### src/ddc_pkg.sv
package ddc_pkg;

	typedef logic signed [15:0] sample_t;	// adc, mixer and decimator samples
	typedef logic [31:0] phase_t;
	typedef logic [31:0] freq_t;		// nco tuning word
	typedef logic signed [18:0] acc_t;	// holds a full group sum

	// samples per output pair
	localparam int DECIM = 8;
	localparam int DECIM_SHIFT = 3;		// log2 of DECIM

	// one period of sin(2*pi*k/16) in Q1.15
	// the peak is clipped to 32767, the trough kept symmetric
	localparam sample_t SINE_TABLE [16] = '{
		16'sd0,
		16'sd12540,
		16'sd23170,
		16'sd30274,
		16'sd32767,
		16'sd30274,
		16'sd23170,
		16'sd12540,
		16'sd0,
		-16'sd12540,
		-16'sd23170,
		-16'sd30274,
		-16'sd32767,
		-16'sd30274,
		-16'sd23170,
		-16'sd12540
	};

	localparam int COS_OFFSET = 4;	// quarter turn of the table

endpackage

### src/fx2_pkg.sv
package fx2_pkg;

	// pair buffer between decimator and endpoint
	localparam int FIFO_DEPTH = 16;
	localparam int FIFO_AW = 4;

	typedef logic [31:0] iq_word_t;	// I in [31:16], Q in [15:0]

	// slave fifo address pins
	typedef logic [1:0] ep_addr_t;
	localparam ep_addr_t EP6_ADDR = 2'b10;	// in endpoint towards the host

	// endpoint writer, one pair per pass
	typedef enum logic [1:0] {
		ST_IDLE,
		ST_READ,
		ST_WRITE_I,
		ST_WRITE_Q
	} writer_state_t;

endpackage

### src/nco_mixer.sv
module nco_mixer (
	input  logic             ENC_CLK,
	input  logic             i_rst_n,
	input  ddc_pkg::freq_t   i_freq,
	input  ddc_pkg::sample_t i_adc,
	output ddc_pkg::sample_t o_mix_i,
	output ddc_pkg::sample_t o_mix_q,
	output logic             o_mix_valid
);
	import ddc_pkg::*;

	phase_t phase_q;
	logic [3:0] sin_idx;
	logic [3:0] cos_idx;

	// stage 1 registers, sample and its table entries
	sample_t adc_q;
	sample_t sin_q;
	sample_t cos_q;

	// full width products
	logic signed [31:0] prod_i;
	logic signed [31:0] prod_q;

	logic [1:0] valid_sr;

	// coarse phase picks the table entry
	assign sin_idx = phase_q[31:28];
	assign cos_idx = sin_idx + 4'(COS_OFFSET);	// wraps mod 16

	// phase accumulator
	always_ff @(posedge ENC_CLK) begin
		if (!i_rst_n) begin
			phase_q <= '0;
		end else begin
			phase_q <= phase_q + i_freq;
		end
	end

	// lookup stage
	always_ff @(posedge ENC_CLK) begin
		adc_q <= i_adc;
		sin_q <= SINE_TABLE[sin_idx];
		cos_q <= SINE_TABLE[cos_idx];
	end

	assign prod_i = adc_q * cos_q;
	assign prod_q = adc_q * sin_q;

	// multiply stage, back to Q1.15 by dropping 15 fraction bits
	always_ff @(posedge ENC_CLK) begin
		o_mix_i <= sample_t'(prod_i >>> 15);
		o_mix_q <= sample_t'(prod_q >>> 15);
	end

	// fills with ones as the pipeline primes
	always_ff @(posedge ENC_CLK) begin
		if (!i_rst_n) begin
			valid_sr <= '0;
		end else begin
			valid_sr <= {valid_sr[0], 1'b1};
		end
	end

	assign o_mix_valid = valid_sr[1];	// two stages deep

endmodule

### src/boxcar_decimator.sv
module boxcar_decimator (
	input  logic             ENC_CLK,
	input  logic             i_rst_n,
	input  ddc_pkg::sample_t i_mix_i,
	input  ddc_pkg::sample_t i_mix_q,
	input  logic             i_mix_valid,
	output ddc_pkg::sample_t o_dec_i,
	output ddc_pkg::sample_t o_dec_q,
	output logic             o_dec_stb
);
	import ddc_pkg::*;

	logic [DECIM_SHIFT-1:0] grp_cnt;	// position inside the group
	logic grp_last;
	logic grp_done;			// group sum is complete

	acc_t acc_i;
	acc_t acc_q;

	assign grp_last = (grp_cnt == DECIM_SHIFT'(DECIM - 1));

	// group counter and dump strobe
	always_ff @(posedge ENC_CLK) begin
		if (!i_rst_n) begin
			grp_cnt <= '0;
			grp_done <= 1'b0;
			o_dec_stb <= 1'b0;
		end else begin
			grp_done <= i_mix_valid && grp_last;
			o_dec_stb <= grp_done;
			if (i_mix_valid) begin
				grp_cnt <= grp_cnt + 1'b1;	// natural wrap after DECIM
			end
		end
	end

	// integrate, restarting on the first sample of each group
	always_ff @(posedge ENC_CLK) begin
		if (i_mix_valid) begin
			if (grp_cnt == '0) begin
				acc_i <= acc_t'(i_mix_i);
				acc_q <= acc_t'(i_mix_q);
			end else begin
				acc_i <= acc_i + acc_t'(i_mix_i);
				acc_q <= acc_q + acc_t'(i_mix_q);
			end
		end
	end

	// dump the finished sums, scaled back by DECIM
	always_ff @(posedge ENC_CLK) begin
		if (grp_done) begin
			o_dec_i <= sample_t'(acc_i >>> DECIM_SHIFT);
			o_dec_q <= sample_t'(acc_q >>> DECIM_SHIFT);
		end
	end

endmodule

### src/iq_fifo.sv
module iq_fifo (
	input  logic              ENC_CLK,
	input  logic              i_rst_n,
	input  logic              i_wr_stb,
	input  ddc_pkg::sample_t  i_wr_i,
	input  ddc_pkg::sample_t  i_wr_q,
	input  logic              i_rd_stb,
	output fx2_pkg::iq_word_t o_rd_data,
	output logic              o_empty,
	output logic              o_overflow
);
	import fx2_pkg::*;

	iq_word_t mem [FIFO_DEPTH];

	logic [FIFO_AW-1:0] wr_ptr;
	logic [FIFO_AW-1:0] rd_ptr;
	logic [FIFO_AW:0] count;	// one extra bit to tell full from empty

	logic full;
	logic wr_en;
	logic rd_en;

	assign full = (count == (FIFO_AW + 1)'(FIFO_DEPTH));
	assign o_empty = (count == '0);

	// a pair offered while full is lost
	assign wr_en = i_wr_stb && !full;
	assign rd_en = i_rd_stb && !o_empty;

	// head entry shown ahead of the pop
	assign o_rd_data = mem[rd_ptr];

	always_ff @(posedge ENC_CLK) begin
		if (wr_en) begin
			mem[wr_ptr] <= {i_wr_i, i_wr_q};
		end
	end

	always_ff @(posedge ENC_CLK) begin
		if (!i_rst_n) begin
			wr_ptr <= '0;
			rd_ptr <= '0;
			count <= '0;
			o_overflow <= 1'b0;
		end else begin
			if (wr_en) begin
				wr_ptr <= wr_ptr + 1'b1;
			end
			if (rd_en) begin
				rd_ptr <= rd_ptr + 1'b1;
			end

			// occupancy, unchanged on push plus pop
			if (wr_en && !rd_en) begin
				count <= count + 1'b1;
			end else if (rd_en && !wr_en) begin
				count <= count - 1'b1;
			end

			if (i_wr_stb && full) begin
				o_overflow <= 1'b1;	// sticky until reset
			end
		end
	end

endmodule

### src/ep6_writer.sv
module ep6_writer (
	input  logic              ENC_CLK,
	input  logic              i_rst_n,
	input  logic              i_empty,
	input  fx2_pkg::iq_word_t i_rd_data,
	input  logic              i_flagb,
	output logic              o_rd_stb,
	output logic [15:0]       o_fd,
	output logic              o_slwr_n,
	output fx2_pkg::ep_addr_t o_fifo_adr
);
	import fx2_pkg::*;

	writer_state_t state;
	logic [15:0] q_hold;	// Q word waits here while I goes out

	assign o_fifo_adr = EP6_ADDR;	// only ever talk to EP6

	// i_flagb is the active low full flag, so no strobe while it is low
	assign o_slwr_n = !(((state == ST_WRITE_I) || (state == ST_WRITE_Q)) && i_flagb);

	always_ff @(posedge ENC_CLK) begin
		if (!i_rst_n) begin
			state <= ST_IDLE;
			o_rd_stb <= 1'b0;
			o_fd <= '0;
		end else begin
			o_rd_stb <= 1'b0;
			case (state)
				ST_IDLE: begin
					if (!i_empty && i_flagb) begin
						o_rd_stb <= 1'b1;	// pop lands at end of ST_READ
						state <= ST_READ;
					end
				end
				ST_READ: begin
					o_fd <= i_rd_data[31:16];
					state <= ST_WRITE_I;
				end
				ST_WRITE_I: begin
					// also holds here if the endpoint fills during the read
					if (i_flagb) begin
						o_fd <= q_hold;
						state <= ST_WRITE_Q;
					end
				end
				ST_WRITE_Q: begin
					if (i_flagb) begin
						state <= ST_IDLE;
					end
				end
				default: begin
					state <= ST_IDLE;
				end
			endcase
		end
	end

	// latched together with I while the head is still valid
	always_ff @(posedge ENC_CLK) begin
		if (state == ST_READ) begin
			q_hold <= i_rd_data[15:0];
		end
	end

endmodule

### src/ozy_rx_top.sv
module ozy_rx_top (
	input  logic              ENC_CLK,
	input  logic              i_rst_n,
	input  ddc_pkg::sample_t  i_adc,
	input  logic              i_freq_wr,
	input  ddc_pkg::freq_t    i_freq_data,
	input  logic              i_flagb,
	output logic [15:0]       o_fd,
	output logic              o_slwr_n,
	output fx2_pkg::ep_addr_t o_fifo_adr,
	output logic              o_overflow
);
	import ddc_pkg::*;
	import fx2_pkg::*;

	freq_t freq_q;	// tuning word from the host

	sample_t mix_i;
	sample_t mix_q;
	logic mix_valid;

	sample_t dec_i;
	sample_t dec_q;
	logic dec_stb;

	iq_word_t rd_data;
	logic fifo_empty;
	logic rd_stb;

	// loaded on the strobe, used by the next phase step
	always_ff @(posedge ENC_CLK) begin
		if (!i_rst_n) begin
			freq_q <= '0;
		end else if (i_freq_wr) begin
			freq_q <= i_freq_data;
		end
	end

	nco_mixer nco_mixer_i (.ENC_CLK(ENC_CLK), .i_rst_n(i_rst_n), .i_freq(freq_q),
		.i_adc(i_adc), .o_mix_i(mix_i), .o_mix_q(mix_q), .o_mix_valid(mix_valid));

	boxcar_decimator boxcar_decimator_i (.ENC_CLK(ENC_CLK), .i_rst_n(i_rst_n),
		.i_mix_i(mix_i), .i_mix_q(mix_q), .i_mix_valid(mix_valid),
		.o_dec_i(dec_i), .o_dec_q(dec_q), .o_dec_stb(dec_stb));

	iq_fifo iq_fifo_i (.ENC_CLK(ENC_CLK), .i_rst_n(i_rst_n), .i_wr_stb(dec_stb),
		.i_wr_i(dec_i), .i_wr_q(dec_q), .i_rd_stb(rd_stb), .o_rd_data(rd_data),
		.o_empty(fifo_empty), .o_overflow(o_overflow));

	ep6_writer ep6_writer_i (.ENC_CLK(ENC_CLK), .i_rst_n(i_rst_n), .i_empty(fifo_empty),
		.i_rd_data(rd_data), .i_flagb(i_flagb), .o_rd_stb(rd_stb), .o_fd(o_fd),
		.o_slwr_n(o_slwr_n), .o_fifo_adr(o_fifo_adr));

endmodule

### config.mk
export PLATFORM = sky130hd
export DESIGN_NAME = ozy_rx_top
export DESIGN_NICKNAME = d
export VERILOG_FILES = /design/src/ddc_pkg.sv /design/src/fx2_pkg.sv /design/src/nco_mixer.sv /design/src/boxcar_decimator.sv /design/src/iq_fifo.sv /design/src/ep6_writer.sv /design/src/ozy_rx_top.sv
export SDC_FILE = /design/constraint.sdc
export NUM_CORES = 2
export LEC_CHECK = 0
export ABC_AREA = 1
export BUFFER_PORTS_ARGS = -buffer_cell sky130_fd_sc_hd__buf_2
export CORE_ASPECT_RATIO = 0.5
export CORE_MARGIN = 2
export CORE_UTILIZATION = 63
export CTS_CLUSTER_SIZE = 14
export DETAILED_ROUTE_END_ITERATION = 6
export GPL_TIMING_DRIVEN = 1
export PLACE_DENSITY = 0.8
export SYNTH_ARGS = -nofsm -noshare
export SYNTH_HDL_FRONTEND = slang
export SYNTH_HIERARCHICAL = 1
export SYNTH_SLANG_ARGS = --single-unit
### constraint.sdc
create_clock -name ENC_CLK -period 9.7 [get_ports ENC_CLK]
set_input_delay 0.485 -clock ENC_CLK [delete_from_list [all_inputs] [get_ports ENC_CLK]]
set_output_delay 0.485 -clock ENC_CLK [all_outputs]
set_load 0.02 [all_outputs]
# Word-level counts from Yosys, hierarchy flattened
# Memory sizes are Yosys's and may differ from the RTL's. A register that Yosys moved wholly into a read port is not among the register bits.
# Cells that the tools add are included.
[op_classes]
addsub = 9
n_eq_ne = 8
bitwise_logic = 2
reduce_logical = 22
mul = 2
n_mux = 16
[ops]
columns = ["op", "count"]
rows = [
  ["multiplier 16 x 16 -> 31 bit", 2],
  ["adder 19 x 16 -> 19 bit", 2],
  ["two-way mux 19 bit", 2],
  ["adder 32 bit", 1],
  ["case mux 16 bit (2 select lines)", 1],
  ["two-way mux 16 bit", 1],
  ["two-way mux 5 bit", 2],
  ["NOT 4 -> 5 bit", 2],
  ["adder 4 x 1 -> 4 bit (second input constant)", 2],
  ["logical AND 1 bit", 8],
  ["two-way mux 4 bit", 2],
  ["case mux 2 bit (4 select lines)", 1],
  ["two-way mux 2 bit", 3],
  ["adder 5 x 1 -> 5 bit (second input constant)", 1],
  ["== test 5 bit (second input constant)", 1],
  ["logical NOT 1 bit", 5],
  ["logical NOT 5 bit", 1],
  ["subtractor 5 x 1 -> 5 bit (second input constant)", 1],
  ["adder 4 x 3 -> 4 bit (second input constant)", 1],
  ["== test 2 bit (second input constant)", 2],
  ["two-way mux 1 bit", 4],
  ["!= test 2 bit (second input constant)", 2],
  ["AND reduction 2 bit", 2],
  ["nonzero test 2 bit", 2],
  ["other kinds (8)", 8],
]
[word_totals]
in_bits = 52
ram_bits = 512
memories = 3
romBits = 512
output_inout_bits = 20
elab_cells = 84
register_bits = 238
[mem_list]
columns = ["memory", "depth", "word_bits", "rd", "rd_clocked_by_memory_dff", "write_ports", "line_no", "rtl"]
rows = [
  ["iq_fifo_i.mem", 16, 32, 1, 1, 1, "iq_fifo.sv:14", "iq_word_t mem [FIFO_DEPTH];"],
  ["(name not given)", 16, 16, 1, 1, 0, "nco_mixer.sv:43", "sin_q <= SINE_TABLE[sin_idx];"],
  ["(name not given)", 16, 16, 1, 1, 0, "nco_mixer.sv:44", "cos_q <= SINE_TABLE[cos_idx];"],
]

# Depth between registers and ports, before layout
[logic_depth]
ltp_word = 7
depth_mapped = 27
ltp_nobuf = 25

# By module
# Netlist, hierarchy kept.
[by_module_without_submodules]
columns = ["mod", "instances", "area_each_um2", "cells_each"]
rows = [
  ["nco_mixer", 1, 24536.0, 3213],
  ["iq_fifo", 1, 22955.8, 2206],
  ["boxcar_decimator", 1, 4783.3, 578],
  ["ep6_writer", 1, 1482.7, 170],
  ["ozy_rx_top", 1, 1335.0, 202],
]

# Worst setup path after synthesis
# OpenSTA, ideal clock, no wires.
[synth_timing]
path_kind = "register to register"
from = "register nco_mixer_i.adc_q[15]"
to = "register nco_mixer_i.o_mix_q[13]"
t_arrival_ns = 5.372
synth_period_minus_slack_ns = 5.485
path_slack_ns = 4.215
setup_time_ns = 0.112
n_path_buf = 2
required_time_ns = 9.588
stages_incl_launch_ff = 24
cell_sequence = "dfxtp_1 buf_2 buf_1 nand2_1 inv_1 fa_1 inv_1 fa_1 inv_1 fa_1 fa_1 fa_1 inv_1 fa_1 inv_1 ha_1 nand2_1 inv_1 nand2_1 nor3_1 nand2_1 o21bai_1 nand3_1 nand2_1"
[synth_between]
elab_chain_cells = 1
[synth_rtl]
columns = ["item", "line_no", "rtl"]
rows = [
  ["start: declaration", "nco_mixer.sv:17", "sample_t adc_q;"],
  ["start signal: assignment", "nco_mixer.sv:42", "adc_q <= i_adc;"],
  ["multiplier 16 x 16 -> 31 bit", "nco_mixer.sv:48", "assign prod_q = adc_q * sin_q;"],
  ["named net nco_mixer_i.prod_q[28]", "nco_mixer.sv:23", "logic signed [31:0] prod_q;"],
  ["end signal: assignment", "nco_mixer.sv:53", "o_mix_q <= sample_t'(prod_q >>> 15);"],
  ["end: declaration", "nco_mixer.sv:7", "output ddc_pkg::sample_t o_mix_q,"],
]
# The timed path passes the listed nets, and every way through them passes these cells.
# A chain may end at the register's enable or synchronous reset.

# Final worst setup path
[layout_timing]
from = "register nco_mixer_i.sin_q[5]"
to = "register nco_mixer_i.o_mix_q[14]"
[layout_between]
elab_chain_cells = 1
[layout_rtl]
columns = ["item", "line_no", "rtl"]
rows = [
  ["start: declaration", "nco_mixer.sv:18", "sample_t sin_q;"],
  ["multiplier 16 x 16 -> 31 bit", "nco_mixer.sv:48", ""],
  ["named net nco_mixer_i.prod_q[29]", "nco_mixer.sv:23", ""],
]
# The timed path passes the listed nets, and every way through them passes these cells.

==> summary.md <==
| Metric | Value |
|---|---|
| Via Count | `41.3k` |
| Final Hold Viols | `0` |
| Post-synth ARST share | `0` |
| Minimum clock period after layout | `6.38 ns` |
| Avg Inst Size Synth | `8.65 µm²` |
| Clock buffer depth | `3` |
| Number of synthesized flops with an enable pin | `598` |
| CTS tree | `yes` |
| Most common cell in the netlist | `nand2_1` |
| Slowest CP cell | `dfxtp_1` |
| Total global-route track usage | `0.312` |
| Share of the synthesized area in the top cell type | `0.326` |
| Netlist Area Pre-Place | `55,100 µm²` |
| DP Wirelength | `95.4 mm` |
| Routed len/inst | `18.1 µm` |
| Fin. max-slew vios | `0` |
| H-tree Lvls | `3` |
| Initial core utilization | `0.638` |
| Max incr delay on CP | `0.80 ns` |
| Netlist cell types | `49` |
| Max-Slew Margin vs Limit | `0.250` |
| First-pass GRT wire length | `219 mm` |
| GRT Residual Overflow | `0` |
| Final core utilization | `0.680` |
| Outcome | `finished, final reports clean` |
| CP max FO | `17` |
| Ys Warns | `6` |
| Drt drc | `0` |
| Vias in the first global route | `41.6k` |
| CTS Sinks | `778` |
| Req. time, crit path | `10.26 ns` |
| Boundary Pins | `72` |
| Drt pass-1 iters | `7` |
| Worst EP arrival | `6.93 ns` |
| Die height | `213 µm` |
| Worst setup EP type | `flop` |
| RSZ-0062 raised after global routing | `false` |
| Top cells by count, synth | `1,899 x nand2_1, 1,404 x inv_1, 598 x edfxtp_1` |
| Share of cells above drive strength 1 | `0.0433` |
| Largest net degree at the start of global routing | `200` |
| Die X | `422 µm` |
| GPL Wtd Cong | `0.927` |
| Fin crit share | `0.657` |
| Hold Crit Class | `in2reg` |
| Sequential element share of the synthesized area | `0.391` |
| Clock skew after layout | `0.0365 ns` |
| Setup TNS | `0 ns` |
| CTS Buf Count | `72` |
| Instance count of the mapped netlist | `6,369` |
| Max-cap violation count | `0` |
| Post-DR vias/cell | `5.45` |
| Nature of the critical path startpoint | `flop` |
| Clock latency on the worst-skew pair | `0.67 ns` |
| Clk slew on worst S/H paths | `0.08 ns` |
| Final net count | `7,167` |
| Final setup fails | `0` |
| Top FF cell, synth | `edfxtp_1` |
| CTS root buf | `clkbuf_16` |
| Initial DRC count | `4,470` |
| Net Count, Synth | `7,176` |
| Synth area leaders | `edfxtp_1 33%, fa_1 19%, nand2_1 13%, inv_1 9.6%, dfxtp_1 6.5%` |
| Drt total wl | `138 mm` |
| I/O Buffers | `69` |
| Worst Max-Slew Pin Slew | `1.12 ns` |
| Setup CP Type | `reg2reg` |
| Maximum clock rate | `157 MHz` |
| Core area | `86,300 µm²` |
| Area Overhead vs Synth | `6.54%` |
| Initial antenna violation count | `5` |
| DRT antenna net count | `0` |
| Yosys reg bits | `778` |
| Post-synth top area cell | `edfxtp_1` |
| FP Rows | `76` |
| Post-CTS sizing | `0` |
| Die ar. | `90,000 µm²` |
| CP Cell Sequence | `nand2_1 -> inv_1 -> fa_1 -> inv_1 -> fa_1 -> inv_1 -> fa_1 -> fa_1 -> inv_1 -> fa_1 -> inv_1 -> fa_1 -> ha_1 -> inv_1 -> nor3_1 -> nand2_1 -> nand3b_1 -> nand3_1 -> nand2_1` |
final timing paths:
kind                                  end  slack [ns]               startpoint  cells past startpoint
hold reg to reg   nco_mixer_i/valid_sr[1]        0.42  nco_mixer_i/valid_sr[0]                      2
setup / recovery  nco_mixer_i/o_mix_q[14]        3.32     nco_mixer_i/sin_q[5]                     19
setup reg to reg  nco_mixer_i/o_mix_q[14]        3.32     nco_mixer_i/sin_q[5]                     19
hold / removal                  freq_q[5]        0.12           i_freq_data[5]                      5
critical path: cells and delay by family (launching register included):
| kind | cells | cell delay [ns] |
|---|---|---|
| simple gates | 6 | 1.08 |
| buf+inv | 6 | 0.94 |
| fa+ha+maj | 7 | 3.46 |
| flops | 1 | 0.80 |
flip-flops by register name, indices dropped and copies added (netlist names), 19 cells and up, named ones only:
name,count
nco_mixer_i/phase_q,32
boxcar_decimator_i/acc_q,19
iq_fifo_i/mem,512
boxcar_decimator_i/acc_i,19
freq_q,32
cells by family (layout without fill, tap and decap cells):
group	count (synthesis)	after routing	synth area share
AO/OA/AOI/OAI	296	296	0.0293
XOR/XNOR	43	43	0.00684
adder cells (fa/ha/maj)	755	755	0.241
AND/OR/NAND/NOR	2870	2870	0.213
flip-flops	778	778	0.391
other	2	5	0.000136
buffers and inverters	1625	1670	0.118
per-layer routing:
metal,up-vias,GRT usage,part of all wire
met1,19700,0.409,0.40
met5,-,0,0.00035
met3,331,0.0764,0.10
li1,19400,-,-
met2,1908,0.515,0.46
met4,8,0.102,0.032
what timing repair did:
item	4_1_cts	5_1_grt
hold endpoints to repair	16	0
hold buffers	16	0
setup buffers	0	0
through the flow:
stage	worst slack (ns)	cell area, µm²	hold slack (ns)	instances
floorplan	4.22	55100	0.390	6369
global placement	3.40	56200	0.395	7440
detailed placement	3.43	56200	0.406	7440
CTS	3.42	58700	0.0955	7584
global route	2.94	58700	0.131	7584
finish	3.32	58700	0.121	7587
final cells by class:
cell class	instances	area, µm²
fill	6739	27600
multi-input combinational	3966	27100
sequential	778	21600
inverter	1412	5310
clock buffer	106	2020
tap	1170	1460
timing repair buffer	130	856
clock inverter	22	325
antenna	3	7.51
placed cells by master, fill, tap and decap left out, types with 4 or more instances in the layout:
master | Yosys | final
a21o_1 | 4 | 4
a21oi_1 | 139 | 139
a31oi_1 | 7 | 7
and2_1 | 7 | 7
buf_2 | 57 | 69
buf_4 | 13 | 44
bufinv_16 | 0 | 4
clkbuf_1 | 86 | 27
clkbuf_16 | 0 | 74
clkbuf_8 | 0 | 5
clkinv_1 | 1 | 4
clkinv_2 | 0 | 6
dfxtp_1 | 180 | 175
dlygate4sd3_1 | 0 | 16
edfxtp_1 | 598 | 598
fa_1 | 510 | 510
ha_1 | 245 | 245
inv_1 | 1404 | 1403
inv_2 | 5 | 4
nand2_1 | 1899 | 1899
nand2_2 | 10 | 10
nand3_1 | 530 | 530
nand3_2 | 12 | 12
nand3b_1 | 15 | 15
nand4_1 | 13 | 13
nor2_1 | 344 | 328
nor2_4 | 2 | 19
nor3_1 | 22 | 22
o21a_1 | 14 | 14
o21ai_0 | 94 | 94
o21ai_1 | 9 | 9
o21bai_1 | 20 | 20
or2_2 | 5 | 5
xnor2_1 | 21 | 21
xor2_1 | 22 | 22
Power is not shown: default switching activity piles up to over one toggle a cycle in this logic, so the estimate is an artifact.
